File: src/include/streamer_consts.svh
// --------------------
// Streamer constants
// Widths, channel count and FIFO depths
// --------------------
`ifndef STREAMER_CONSTS_SVH
`define STREAMER_CONSTS_SVH

// Memory and stream word width
`define STREAMER_DATA_W 32
// Byte address width
`define STREAMER_ADDR_W 32
`define STREAMER_LEN_W 16

// Three loads and one store share the memory port
`define STREAMER_N_CH 4

`define STREAMER_LOAD_DEPTH 4
`define STREAMER_STORE_DEPTH 2

`endif

File: src/rtl/streamer_pkg.sv
// --------------------
// Streamer types
// Memory port, channel config and store queue items
// --------------------
`include "streamer_consts.svh"

package streamer_pkg;

  typedef logic [`STREAMER_DATA_W-1:0] data_t;
  typedef logic [`STREAMER_ADDR_W-1:0] addr_t;
  typedef logic [`STREAMER_LEN_W-1:0]  len_t;

  typedef logic [$clog2(`STREAMER_N_CH)-1:0] ch_idx_t;

  // Channel slots on the arbiter
  localparam ch_idx_t CH_X = 2'd0;
  localparam ch_idx_t CH_W = 2'd1;
  localparam ch_idx_t CH_Y = 2'd2;
  localparam ch_idx_t CH_Z = 2'd3;

  // Stride is in bytes, length in words
  typedef struct packed {
    addr_t base;
    addr_t stride;
    len_t  len;
  } ch_cfg_t;

  typedef struct packed {
    addr_t addr;
    logic  we;
    data_t wdata;
  } mem_req_t;

  typedef struct packed {
    logic  rvalid;
    data_t rdata;
  } mem_rsp_t;

  // One pending write of the store channel
  typedef struct packed {
    addr_t addr;
    data_t wdata;
  } store_item_t;

endpackage

File: src/rtl/stream_fifo.sv
// --------------------
// Stream FIFO
// Circular buffer of any packed item with a free-slot count
// --------------------
`timescale 1ns/1ps

module stream_fifo #(
  parameter type         item_t = logic,
  parameter int unsigned DEPTH  = 4,
  localparam int unsigned CNT_W = $clog2(DEPTH + 1),
  localparam int unsigned PTR_W = (DEPTH > 1) ? $clog2(DEPTH) : 1
) (
  input  logic             clk_i,
  input  logic             rst_n_i,
  input  logic             push_i,
  input  item_t            item_i,
  output logic             full_o,
  input  logic             pop_i,
  output item_t            item_o,
  output logic             empty_o,
  output logic [CNT_W-1:0] free_o
);

  item_t            mem_q [DEPTH];
  logic [PTR_W-1:0] wr_ptr_q;
  logic [PTR_W-1:0] rd_ptr_q;
  logic [CNT_W-1:0] count_q;
  logic             push_en;
  logic             pop_en;

  assign empty_o = (count_q == '0);
  assign full_o  = (count_q == CNT_W'(DEPTH));
  assign free_o  = CNT_W'(DEPTH) - count_q;
  assign item_o  = mem_q[rd_ptr_q];

  // A full FIFO still takes a push when the head leaves in the same cycle
  assign pop_en  = pop_i && !empty_o;
  assign push_en = push_i && (!full_o || pop_i);

  always_ff @(posedge clk_i) begin
    if (!rst_n_i) begin
      wr_ptr_q <= '0;
      rd_ptr_q <= '0;
      count_q  <= '0;
    end else begin
      if (push_en) begin
        wr_ptr_q <= (wr_ptr_q == PTR_W'(DEPTH - 1)) ? '0 : wr_ptr_q + 1'b1;
      end
      if (pop_en) begin
        rd_ptr_q <= (rd_ptr_q == PTR_W'(DEPTH - 1)) ? '0 : rd_ptr_q + 1'b1;
      end
      if (push_en && !pop_en) begin
        count_q <= count_q + 1'b1;
      end else if (pop_en && !push_en) begin
        count_q <= count_q - 1'b1;
      end
    end
  end

  // Storage
  always_ff @(posedge clk_i) begin
    if (push_en) begin
      mem_q[wr_ptr_q] <= item_i;
    end
  end

endmodule

File: src/rtl/load_source.sv
// --------------------
// Load source
// Strided reads from memory turned into an in-order stream
// --------------------
`timescale 1ns/1ps
`include "streamer_consts.svh"

module load_source (
  input  logic                  clk_i,
  input  logic                  rst_n_i,
  input  logic                  start_i,
  input  streamer_pkg::ch_cfg_t cfg_i,
  output logic                  req_o,
  output streamer_pkg::mem_req_t req_o_data,
  input  logic                  gnt_i,
  input  streamer_pkg::mem_rsp_t rsp_i,
  output logic                  valid_o,
  input  logic                  ready_i,
  output streamer_pkg::data_t   data_o,
  output logic                  done_o
);

  import streamer_pkg::*;

  localparam int unsigned CNT_W = $clog2(`STREAMER_LOAD_DEPTH + 1);

  logic             busy_q;
  logic             done_q;
  len_t             req_left_q;
  len_t             out_left_q;
  addr_t            addr_q;
  addr_t            stride_q;
  logic [CNT_W-1:0] inflight_q;
  logic [CNT_W-1:0] fifo_free;
  logic             fifo_empty;
  logic             start_ok;
  logic             req_fire;
  logic             pop;

  assign start_ok = start_i && !busy_q;
  assign req_fire = req_o && gnt_i;
  assign pop      = valid_o && ready_i;

  // Only ask for a word when a FIFO slot is already reserved for it
  assign req_o = busy_q && (req_left_q != '0) && (fifo_free > inflight_q);

  assign req_o_data.addr  = addr_q;
  assign req_o_data.we    = 1'b0;
  assign req_o_data.wdata = '0;

  assign valid_o = !fifo_empty;
  assign done_o  = done_q;

  always_ff @(posedge clk_i) begin
    if (!rst_n_i) begin
      busy_q     <= 1'b0;
      done_q     <= 1'b0;
      req_left_q <= '0;
      out_left_q <= '0;
      inflight_q <= '0;
    end else begin
      done_q <= 1'b0;
      if (start_ok) begin
        busy_q     <= (cfg_i.len != '0);
        done_q     <= (cfg_i.len == '0);
        req_left_q <= cfg_i.len;
        out_left_q <= cfg_i.len;
      end else begin
        if (req_fire) begin
          req_left_q <= req_left_q - 1'b1;
        end
        if (pop) begin
          out_left_q <= out_left_q - 1'b1;
          // last word out
          if (out_left_q == len_t'(1)) begin
            busy_q <= 1'b0;
            done_q <= 1'b1;
          end
        end
      end
      // Reads granted but whose data is not yet in the FIFO
      if (req_fire && !rsp_i.rvalid) begin
        inflight_q <= inflight_q + 1'b1;
      end else if (!req_fire && rsp_i.rvalid) begin
        inflight_q <= inflight_q - 1'b1;
      end
    end
  end

  always_ff @(posedge clk_i) begin
    if (start_ok) begin
      addr_q   <= cfg_i.base;
      stride_q <= cfg_i.stride;
    end else if (req_fire) begin
      addr_q <= addr_q + stride_q;
    end
  end

  stream_fifo #(
    .item_t (data_t),
    .DEPTH  (`STREAMER_LOAD_DEPTH)
  ) i_load_fifo (
    .clk_i   (clk_i),
    .rst_n_i (rst_n_i),
    .push_i  (rsp_i.rvalid),
    .item_i  (rsp_i.rdata),
    .full_o  (),
    .pop_i   (pop),
    .item_o  (data_o),
    .empty_o (fifo_empty),
    .free_o  (fifo_free)
  );

endmodule

File: src/rtl/store_sink.sv
// --------------------
// Store sink
// Stream words paired with strided addresses and written out
// --------------------
`timescale 1ns/1ps
`include "streamer_consts.svh"

module store_sink (
  input  logic                   clk_i,
  input  logic                   rst_n_i,
  input  logic                   start_i,
  input  streamer_pkg::ch_cfg_t  cfg_i,
  input  logic                   valid_i,
  output logic                   ready_o,
  input  streamer_pkg::data_t    data_i,
  output logic                   req_o,
  output streamer_pkg::mem_req_t req_o_data,
  input  logic                   gnt_i,
  output logic                   done_o
);

  import streamer_pkg::*;

  logic        busy_q;
  logic        done_q;
  len_t        acc_left_q;
  len_t        wr_left_q;
  addr_t       addr_q;
  addr_t       stride_q;
  store_item_t push_item;
  store_item_t head;
  logic        fifo_full;
  logic        fifo_empty;
  logic        start_ok;
  logic        push;
  logic        wr_fire;

  assign start_ok = start_i && !busy_q;
  assign ready_o  = busy_q && (acc_left_q != '0) && !fifo_full;
  assign push     = valid_i && ready_o;
  assign wr_fire  = req_o && gnt_i;

  assign push_item.addr  = addr_q;
  assign push_item.wdata = data_i;

  // Writes go out straight from the FIFO head
  assign req_o            = !fifo_empty;
  assign req_o_data.addr  = head.addr;
  assign req_o_data.we    = 1'b1;
  assign req_o_data.wdata = head.wdata;
  assign done_o           = done_q;

  always_ff @(posedge clk_i) begin
    if (!rst_n_i) begin
      busy_q     <= 1'b0;
      done_q     <= 1'b0;
      acc_left_q <= '0;
      wr_left_q  <= '0;
    end else begin
      done_q <= 1'b0;
      if (start_ok) begin
        busy_q     <= (cfg_i.len != '0);
        done_q     <= (cfg_i.len == '0);
        acc_left_q <= cfg_i.len;
        wr_left_q  <= cfg_i.len;
      end else begin
        if (push) begin
          acc_left_q <= acc_left_q - 1'b1;
        end
        if (wr_fire) begin
          wr_left_q <= wr_left_q - 1'b1;
          if (wr_left_q == len_t'(1)) begin
            busy_q <= 1'b0;
            done_q <= 1'b1;
          end
        end
      end
    end
  end

  always_ff @(posedge clk_i) begin
    if (start_ok) begin
      addr_q   <= cfg_i.base;
      stride_q <= cfg_i.stride;
    end else if (push) begin
      addr_q <= addr_q + stride_q;
    end
  end

  stream_fifo #(
    .item_t (store_item_t),
    .DEPTH  (`STREAMER_STORE_DEPTH)
  ) i_store_fifo (
    .clk_i   (clk_i),
    .rst_n_i (rst_n_i),
    .push_i  (push),
    .item_i  (push_item),
    .full_o  (fifo_full),
    .pop_i   (wr_fire),
    .item_o  (head),
    .empty_o (fifo_empty),
    .free_o  ()
  );

endmodule

File: src/rtl/tcdm_arbiter.sv
// --------------------
// TCDM arbiter
// Round-robin of all channels onto one memory port
// --------------------
`timescale 1ns/1ps
`include "streamer_consts.svh"

module tcdm_arbiter (
  input  logic                                        clk_i,
  input  logic                                        rst_n_i,
  input  logic [`STREAMER_N_CH-1:0]                   req_i,
  input  streamer_pkg::mem_req_t [`STREAMER_N_CH-1:0] req_data_i,
  output logic [`STREAMER_N_CH-1:0]                   gnt_o,
  output streamer_pkg::mem_rsp_t [`STREAMER_N_CH-1:0] rsp_o,
  output logic                                        mem_req_o,
  output streamer_pkg::mem_req_t                      mem_req_data_o,
  input  logic                                        mem_gnt_i,
  input  streamer_pkg::mem_rsp_t                      mem_rsp_i
);

  import streamer_pkg::*;

  localparam int unsigned N_CH = `STREAMER_N_CH;

  ch_idx_t last_q;
  ch_idx_t rr_sel;
  ch_idx_t idx;
  ch_idx_t sel;
  logic    found;
  logic    hold_q;
  ch_idx_t hold_idx_q;
  logic    rd_pend_q;
  ch_idx_t rd_idx_q;
  logic    mem_fire;

  // First requester after the last granted channel
  always_comb begin
    found  = 1'b0;
    rr_sel = last_q;
    idx    = last_q;
    for (int unsigned off = 1; off <= N_CH; off++) begin
      idx = ch_idx_t'((int'(last_q) + off) % N_CH);
      if (!found && req_i[idx]) begin
        found  = 1'b1;
        rr_sel = idx;
      end
    end
  end

  // A stalled request keeps the port until granted, so the payload stays stable
  assign sel            = hold_q ? hold_idx_q : rr_sel;
  assign mem_req_o      = found;
  assign mem_req_data_o = req_data_i[sel];
  assign mem_fire       = mem_req_o && mem_gnt_i;

  always_comb begin
    gnt_o = '0;
    if (mem_fire) begin
      gnt_o[sel] = 1'b1;
    end
  end

  // Read data goes back only to the channel whose read was granted
  always_comb begin
    for (int unsigned i = 0; i < N_CH; i++) begin
      rsp_o[i].rvalid = mem_rsp_i.rvalid && rd_pend_q && (rd_idx_q == ch_idx_t'(i));
      rsp_o[i].rdata  = mem_rsp_i.rdata;
    end
  end

  always_ff @(posedge clk_i) begin
    if (!rst_n_i) begin
      last_q    <= '0;
      hold_q    <= 1'b0;
      rd_pend_q <= 1'b0;
    end else begin
      hold_q    <= mem_req_o && !mem_gnt_i;
      rd_pend_q <= mem_fire && !mem_req_data_o.we;
      if (mem_fire) begin
        last_q <= sel;
      end
    end
  end

  always_ff @(posedge clk_i) begin
    hold_idx_q <= sel;
    rd_idx_q   <= sel;
  end

endmodule

File: src/rtl/redmule_streamer.sv
// --------------------
// Matrix-engine streamer
// X, W, Y loads and Z store on one memory port
// --------------------
`timescale 1ns/1ps
`include "streamer_consts.svh"

module redmule_streamer (
  input  logic                   clk_i,
  input  logic                   rst_n_i,
  // X load stream
  input  logic                   x_start_i,
  input  streamer_pkg::ch_cfg_t  x_cfg_i,
  output logic                   x_valid_o,
  input  logic                   x_ready_i,
  output streamer_pkg::data_t    x_data_o,
  output logic                   x_done_o,
  // W load stream
  input  logic                   w_start_i,
  input  streamer_pkg::ch_cfg_t  w_cfg_i,
  output logic                   w_valid_o,
  input  logic                   w_ready_i,
  output streamer_pkg::data_t    w_data_o,
  output logic                   w_done_o,
  // Y load stream
  input  logic                   y_start_i,
  input  streamer_pkg::ch_cfg_t  y_cfg_i,
  output logic                   y_valid_o,
  input  logic                   y_ready_i,
  output streamer_pkg::data_t    y_data_o,
  output logic                   y_done_o,
  // Z store stream
  input  logic                   z_start_i,
  input  streamer_pkg::ch_cfg_t  z_cfg_i,
  input  logic                   z_valid_i,
  output logic                   z_ready_o,
  input  streamer_pkg::data_t    z_data_i,
  output logic                   z_done_o,
  // Memory port
  output logic                   mem_req_o,
  output streamer_pkg::mem_req_t mem_req_data_o,
  input  logic                   mem_gnt_i,
  input  streamer_pkg::mem_rsp_t mem_rsp_i
);

  import streamer_pkg::*;

  logic     [`STREAMER_N_CH-1:0] ch_req;
  logic     [`STREAMER_N_CH-1:0] ch_gnt;
  mem_req_t [`STREAMER_N_CH-1:0] ch_req_data;
  mem_rsp_t [`STREAMER_N_CH-1:0] ch_rsp;

  load_source i_x_source (
    .clk_i   (clk_i),     .rst_n_i    (rst_n_i),
    .start_i (x_start_i), .cfg_i      (x_cfg_i),
    .req_o   (ch_req[CH_X]), .req_o_data (ch_req_data[CH_X]),
    .gnt_i   (ch_gnt[CH_X]), .rsp_i      (ch_rsp[CH_X]),
    .valid_o (x_valid_o), .ready_i    (x_ready_i),
    .data_o  (x_data_o),  .done_o     (x_done_o)
  );

  load_source i_w_source (
    .clk_i   (clk_i),     .rst_n_i    (rst_n_i),
    .start_i (w_start_i), .cfg_i      (w_cfg_i),
    .req_o   (ch_req[CH_W]), .req_o_data (ch_req_data[CH_W]),
    .gnt_i   (ch_gnt[CH_W]), .rsp_i      (ch_rsp[CH_W]),
    .valid_o (w_valid_o), .ready_i    (w_ready_i),
    .data_o  (w_data_o),  .done_o     (w_done_o)
  );

  load_source i_y_source (
    .clk_i   (clk_i),     .rst_n_i    (rst_n_i),
    .start_i (y_start_i), .cfg_i      (y_cfg_i),
    .req_o   (ch_req[CH_Y]), .req_o_data (ch_req_data[CH_Y]),
    .gnt_i   (ch_gnt[CH_Y]), .rsp_i      (ch_rsp[CH_Y]),
    .valid_o (y_valid_o), .ready_i    (y_ready_i),
    .data_o  (y_data_o),  .done_o     (y_done_o)
  );

  // Writes never get read data back, so the Z response slot stays unused
  store_sink i_z_sink (
    .clk_i   (clk_i),     .rst_n_i    (rst_n_i),
    .start_i (z_start_i), .cfg_i      (z_cfg_i),
    .valid_i (z_valid_i), .ready_o    (z_ready_o),
    .data_i  (z_data_i),
    .req_o   (ch_req[CH_Z]), .req_o_data (ch_req_data[CH_Z]),
    .gnt_i   (ch_gnt[CH_Z]), .done_o     (z_done_o)
  );

  tcdm_arbiter i_arbiter (
    .clk_i          (clk_i),
    .rst_n_i        (rst_n_i),
    .req_i          (ch_req),
    .req_data_i     (ch_req_data),
    .gnt_o          (ch_gnt),
    .rsp_o          (ch_rsp),
    .mem_req_o      (mem_req_o),
    .mem_req_data_o (mem_req_data_o),
    .mem_gnt_i      (mem_gnt_i),
    .mem_rsp_i      (mem_rsp_i)
  );

endmodule

File: config.mk
export PLATFORM = sky130hd
export DESIGN_NAME = redmule_streamer
export DESIGN_NICKNAME = d
export VERILOG_FILES = /design/src/rtl/streamer_pkg.sv /design/src/rtl/stream_fifo.sv /design/src/rtl/load_source.sv /design/src/rtl/store_sink.sv /design/src/rtl/tcdm_arbiter.sv /design/src/rtl/redmule_streamer.sv
export VERILOG_INCLUDE_DIRS = /design/src /design/src/include
export SDC_FILE = /design/constraint.sdc
export NUM_CORES = 2
export LEC_CHECK = 0
export BUFFER_PORTS_ARGS = -buffer_cell sky130_fd_sc_hd__buf_2
export CORE_UTILIZATION = 45
export CTS_CLUSTER_DIAMETER = 100
export CTS_CLUSTER_SIZE = 8
export DETAILED_ROUTE_END_ITERATION = 6
export GPL_TIMING_DRIVEN = 0
export PLACE_DENSITY = 0.71
export SETUP_SLACK_MARGIN = 0.4
export SLEW_MARGIN = 20
export SYNTH_ARGS = -nofsm -noshare
export SYNTH_HDL_FRONTEND = slang
export SYNTH_SLANG_ARGS = --single-unit
File: constraint.sdc
create_clock -name clk_i -period 7.7 [get_ports clk_i]
set_input_delay 1.155 -clock clk_i [delete_from_list [all_inputs] [get_ports clk_i]]
set_output_delay 1.155 -clock clk_i [all_outputs]
set_load 0.05 [all_outputs]
; Word level (Yosys, flattened, before mapping)
; Memory sizes are Yosys's and may differ from the RTL's. A register that Yosys moved wholly into a read port is not among the register bits.
; Cells that the tools add are included.
[op_classes]
order_cmp = 9
n_bitwise = 0
n_shift = 0
div = 0
multipliers = 0
n_mux = 108
add_sub_neg = 41
n_reduce_logical = 128
eq_ne = 16
[ops]
columns = operator, count
row1 = $mux 16, 16
row2 = $mux 32, 8
row3 = $bmux 65 s2, 1
row4 = $add 32x32->32, 4
row5 = $reduce_bool 16->1, 8
row6 = $sub 16x1->16 const B, 8
row7 = $mux 65, 1
row8 = $eq 16x1->1 const B, 4
row9 = $logic_not 16->1, 4
row10 = $logic_and 1x1->1, 53
row11 = $mux 1, 45
row12 = $mux 2, 19
row13 = $reduce_bool 2->1, 19
row14 = $mux 3, 12
row15 = $logic_not 1->1, 31
row16 = $add 2x1->2 const B, 9
row17 = $add 3x1->3 const B, 6
row18 = $sub 3x1->3 const B, 6
row19 = $eq 2x2->1 const B, 8
row20 = $lt 2x3->1 const B, 5
row21 = $eq 3x3->1 const B, 3
row22 = $gt 3x3->1, 3
row23 = $logic_not 3->1, 3
row24 = $sub 3x3->3 const A, 3
row25 = other kinds (11), 23
[totals]
mem_bits_ro = 0
ram_bits = 512
output_inout_bits = 170
latch_bits = 0
memories = 4
input_bits = 396
elab_cells = 349
ff_bits = 432
[mem_list]
columns = memory, depth, width, read_ports, rd_ports_with_merged_regs, wr, line
row1 = i_w_source.i_load_fifo.mem_q, 4, 32, 1, 1, 1, stream_fifo.sv:24  ; item_t mem_q [DEPTH];
row2 = i_x_source.i_load_fifo.mem_q, 4, 32, 1, 1, 1, stream_fifo.sv:24
row3 = i_y_source.i_load_fifo.mem_q, 4, 32, 1, 1, 1, stream_fifo.sv:24
row4 = i_z_sink.i_store_fifo.mem_q, 2, 64, 1, 1, 1, stream_fifo.sv:24

; Logic depth before layout (Yosys ltp)
[logic_depth]
depth_word = 28
depth_mapped = 22
mapped_depth_nobuf = 20

; Cells and area by module
; A second synthesis with hierarchy kept.
[unflattened]
hier_cells = 4623
hier_area_um2 = 51754.6
[modules_own_cells]
columns = mod, area_per_inst_um2, cells_each, seq_area_each_um2, instances
row1 = load_source, 6368.6, 691, 2662.6, 3
row2 = stream_fifo (i_w_source.i_load_fifo ...), 5175.0, 223, 4023.9, 3
row3 = tcdm_arbiter, 6282.3, 1015, 120.1, 1
row4 = store_sink, 5930.7, 636, 2602.5, 1
row5 = stream_fifo (i_z_sink.i_store_fifo), 4911.0, 230, 3943.8, 1

; Worst setup path before layout
; Ideal clock, no wire load.
[synth_timing]
path_type = flip-flop to flip-flop
startpoint = register i_z_sink.acc_left_q[0]
endpoint = memory i_z_sink.i_store_fifo.mem_q[0][0] (netlist bit), enable pin
setup_time_ps = 488
t_required_ps = 7212
arrival_time_ps = 4881
period_less_slack_ps = 5369
path_stages_with_launch = 8
n_path_buf = 0
slack_ps = 2331
cell_sequence = dfxtp_1 > inv_1 > ha_1 > nor2b_1 > nor4b_1 > a31oi_1 > nand2_1 > nor2_1
[synth_via]
elab_chain_len = 7
[synth_lines]
columns = element, line
row1 = from (decl), store_sink.sv:26  ; len_t acc_left_q;
row2 = from (signal assigned), store_sink.sv:64  ; acc_left_q <= cfg_i.len;
row3 = from (signal assigned), store_sink.sv:68  ; acc_left_q <= acc_left_q - 1'b1;
row4 = $reduce_bool 16->1, store_sink.sv:39  ; assign ready_o = busy_q && (acc_left_q != '0) && !fifo_full;
row5 = $logic_and 1x1->1 (2 in series), store_sink.sv:39
row6 = via z_ready_o, redmule_streamer.sv:36  ; output logic z_ready_o,
row7 = $logic_and 1x1->1, store_sink.sv:40  ; assign push = valid_i && ready_o;
row8 = $logic_and 1x1->1, stream_fifo.sv:38  ; assign push_en = push_i && (!full_o || pop_i);
row9 = $mux 1, stream_fifo.sv:62  ; if (push_en) begin
row10 = $mux 1 (not written as such), stream_fifo.sv:63  ; mem_q[wr_ptr_q] <= item_i;
row11 = to (decl), stream_fifo.sv:24
; The timed path passes the listed nets, and every way through them passes these cells.

==> impl_metrics.toml <==
[sta]
fin_skew_ps = 52.8
fin_crit_sh_pct = 88.8
hold_viol_final = 0
fmax_ghz = 0.146
final-max-slew-violation-count = 0
rsz0062_at_grt = "false"
max-slew-margin-rel_pct = 29.4
worst_slew_pin_slew_ps = 1060
fin_setup_tns_ps = 0
period_needed_ps = 6840
setup_viol = 0

[floorplan]
rows = 114
start_util_pct = 45.3
die_h_um = 314
die_area_um2 = 98500
io_pins = 566
core_um2 = 96600
chipWidth_um = 314

[cells_and_area]
fill_cells = 7991
layout_common_cells = "768 x edfxtp_1, 572 x buf_2, 287 x a21oi_1"
multiInputGateArea_um2 = 16200
drive_above_1_share_pct = 21.5
final_common_cell = "edfxtp_1"
syn2layout_area_growth_pct = 20.5
fin_util_pct = 54.6
seq_area_um2 = 26700
fin_nets = 4723

[worst_setup_path]
r2r_setup_slack_ps = 2390
cpLargestDelayFamily = "compound AO/OA/AOI/OAI gates"
slowest_stage = "o21ai_0"
r2r_cells = 19
worstSetupEndpointType = "primary output"
rr_startpoint = "i_x_source.i_load_fifo.count_q[0]$_SDFFE_PN0P_"
rr_endpoint = "i_x_source.inflight_q[2]$_SDFFE_PN0P_"
cp.required_ps = 6550
path_max_fanout = 10
startpoint_type = "flop"
max_stage_delay_ps = 800
crit_chain = "inv_1 -> ha_1 -> ha_1 -> inv_1 -> ha_1 -> o21a_1 -> o211ai_1 -> or2_2 -> a32o_1 -> o21ai_2 -> clkbuf_1 -> mux2i_1 -> o21ai_0 -> buf_2"
path_class = "flop to primary output"
arrival_ps = 5680
cp.buffers_inverters = 4
path_common_cell = "ha_1"

[placed_design]
io_buffer_count = 565
dp_hpwl_um = 99000
gp_congestion = 0.940

[clocking]
hold_buffers = 0
clk_pin_slew_ps = 50
h-tree-depth = 4
post_cts_resized = 0
worstSkewPairLatency_ps = 760
postCtsSetupBuffers = 0
clk_path_buf_depth = 3
clock-sinks = 951
cts-buffers-inserted = 136
clockRootBuffer = "clkbuf_16"
cts_tree = "yes"

[power]
p_switching_mw = 7.53
vdd_drop_max_mv = 0.237
p_sw_share_pct = 39.7
p_seq_share_pct = 33.9
p_leak_nw = 19.4
combinationalPowerShare_pct = 36.8
p_int_mw = 11.5
clkPwrFrac_pct = 29.3
power_density_nw_per_um2 = 360

[worst_hold_path]
worstHoldStart = "i_y_source.i_load_fifo.rd_ptr_q[1]$_SDFFE_PN0P_"
hold_depth = 2
holdCritPathClass = "flop to flop"

[synth]
avgSynthCellArea_um2 = 12.8
syn_inst = 3415
syn_nets = 3997
synth_area_um2 = 43800
synth_ff_type = "edfxtp_1"
synth_edf_count = 768
yosysWarnings = 0
seq_area_frac_synth_pct = 61.1
synthArstFlopShare_pct = 0
synth-seq-cells = 951
ys_types = 77

[route]
firstDrtPassIters = 6
drcViolationCount = 0
via_per_inst = 5.83
drt_iter0_drc = 3444
ant_nets = 0
route.vias.total = 32073
wl_per_cell_um = 24.7
wirelength_um = 136000

[grt]
grt_usage_pct = 27.1
overflow = 0
grt_pass1_vias = 31287
grt_pass1_wl_um = 196000
grt_max_degree = 33
antenna_found_initial = 59

[status]
status = "finished, final reports clean"

[job]
max-cap-violations = 0
-- layout make-up --
cell class / instances / share of cell area (%)
Timing Repair Buffer: 588 / 6.36
Inverter: 108 / 0.769
Multi-Input combinational cell: 2229 / 30.7
Tap cell: 1276 / 3.03
Buffer: 127 / 0.946
Clock inverter: 13 / 0.546
Sequential cell: 951 / 50.7
Antenna cell: 30 / 0.142
Clock buffer: 183 / 6.87
-- sequential cells by signal, summed over array words and instances (netlist names), 32 cells and up, named ones only --
name / count
i_w_source.addr_q: 32
i_w_source.i_load_fifo.mem_q: 128
i_w_source.stride_q: 32
i_x_source.addr_q: 32
i_x_source.i_load_fifo.mem_q: 128
i_x_source.stride_q: 32
i_y_source.addr_q: 32
i_y_source.i_load_fifo.mem_q: 128
i_y_source.stride_q: 32
i_z_sink.addr_q: 32
i_z_sink.i_store_fifo.mem_q: 128
i_z_sink.stride_q: 32
-- per-layer routing --
| metal | share of wire, % | GRT usage, % | vias to the layer above |
|---|---|---|---|
| li1 | - | - | 14394 |
| met3 | 10 | 7.36 | 328 |
| met2 | 47 | 43.2 | 1464 |
| met4 | 3.8 | 11.0 | 46 |
| met5 | 0.21 | 0 | - |
| met1 | 39 | 35.0 | 15841 |
-- synth_stat cells (all sizes together) (12+ instances only) --
library cell,count,area share (%)
xnor2,81,1.6
and3,12,0.17
a211oi,37,0.63
ha,176,5.0
xor2,111,2.2
nor2b,23,0.33
clkbuf,93,0.80
or3,28,0.40
nand2b,35,0.52
a31oi,17,0.24
inv,106,0.91
o211ai,52,0.89
mux2i,110,2.5
nor4,46,0.75
nor3,70,0.81
a21oi,287,3.3
o31ai,13,0.22
buf,34,0.32
nor2,254,2.2
mux4,96,4.9
o21ai,208,2.4
nand3,46,0.53
nand4,23,0.33
or2,14,0.20
dfxtp,183,8.4
o21a,28,0.48
o21bai,14,0.24
nand2,266,2.3
a21o,40,0.69
and2,20,0.29
edfxtp,768,53
-- metrics by stage --
stage                     power [mW]  area (um2)  cells  hold slack [ps]  setup WS (ps)
after floorplan                 11.3       43800   3415              444           2330
after global placement          13.3       48200   5256              458           1370
after detailed placement        13.4       48800   5279              470           1650
after CTS                       19.0       52700   5475              480            848
after global routing            19.7       52700   5492              495            687
final                           19.0       52800   5505              484            862
-- power groups by stage --
stage | logic (mW) | clock network, mW | registers, mW
floorplan | 4.87 | 0 | 6.40
global placement | 6.77 | 0 | 6.52
detailed placement | 6.87 | 0 | 6.52
CTS | 6.93 | 5.62 | 6.43
global route | 7.45 | 5.81 | 6.48
finish | 6.99 | 5.56 | 6.44
-- worst max-delay path by stage --
stage,start,endpoint,slack (ps),cells past startpoint
floorplan,i_z_sink.acc_left_q[0]$_SDFFE_PN0P_,i_z_sink.i_store_fifo.mem_q[0][0]$_DFFE_PP_,2330,7
global placement,i_z_sink.acc_left_q[0]$_SDFFE_PN0P_,i_z_sink.i_store_fifo.mem_q[0][27]$_DFFE_PP_,1370,7
detailed placement,i_x_source.i_load_fifo.count_q[0]$_SDFFE_PN0P_,mem_req_data_o[37],1650,14
CTS,i_x_source.i_load_fifo.count_q[0]$_SDFFE_PN0P_,mem_req_data_o[37],850,14
global route,i_x_source.i_load_fifo.count_q[0]$_SDFFE_PN0P_,mem_req_data_o[37],690,14
finish,i_x_source.i_load_fifo.count_q[0]$_SDFFE_PN0P_,mem_req_data_o[37],860,14
-- cell families after synthesis --
logic type	after synthesis	synth area share, %
AOI/OAI and AO/OA	771	10.5
xor gates and xnor gates	192	3.84
adders and majority gates	186	5.49
buffers and inverters	235	2.05
DFF	951	61.1
muxes	212	7.61
and+or+nand+nor	868	9.41
-- worst min-delay path, cell delays in order, from the launching register on --
cell and delay [ps]:
dfxtp_1 310, nand2_1 50, a21oi_1 70
No activity file was read; power rests on OpenSTA's default activity.
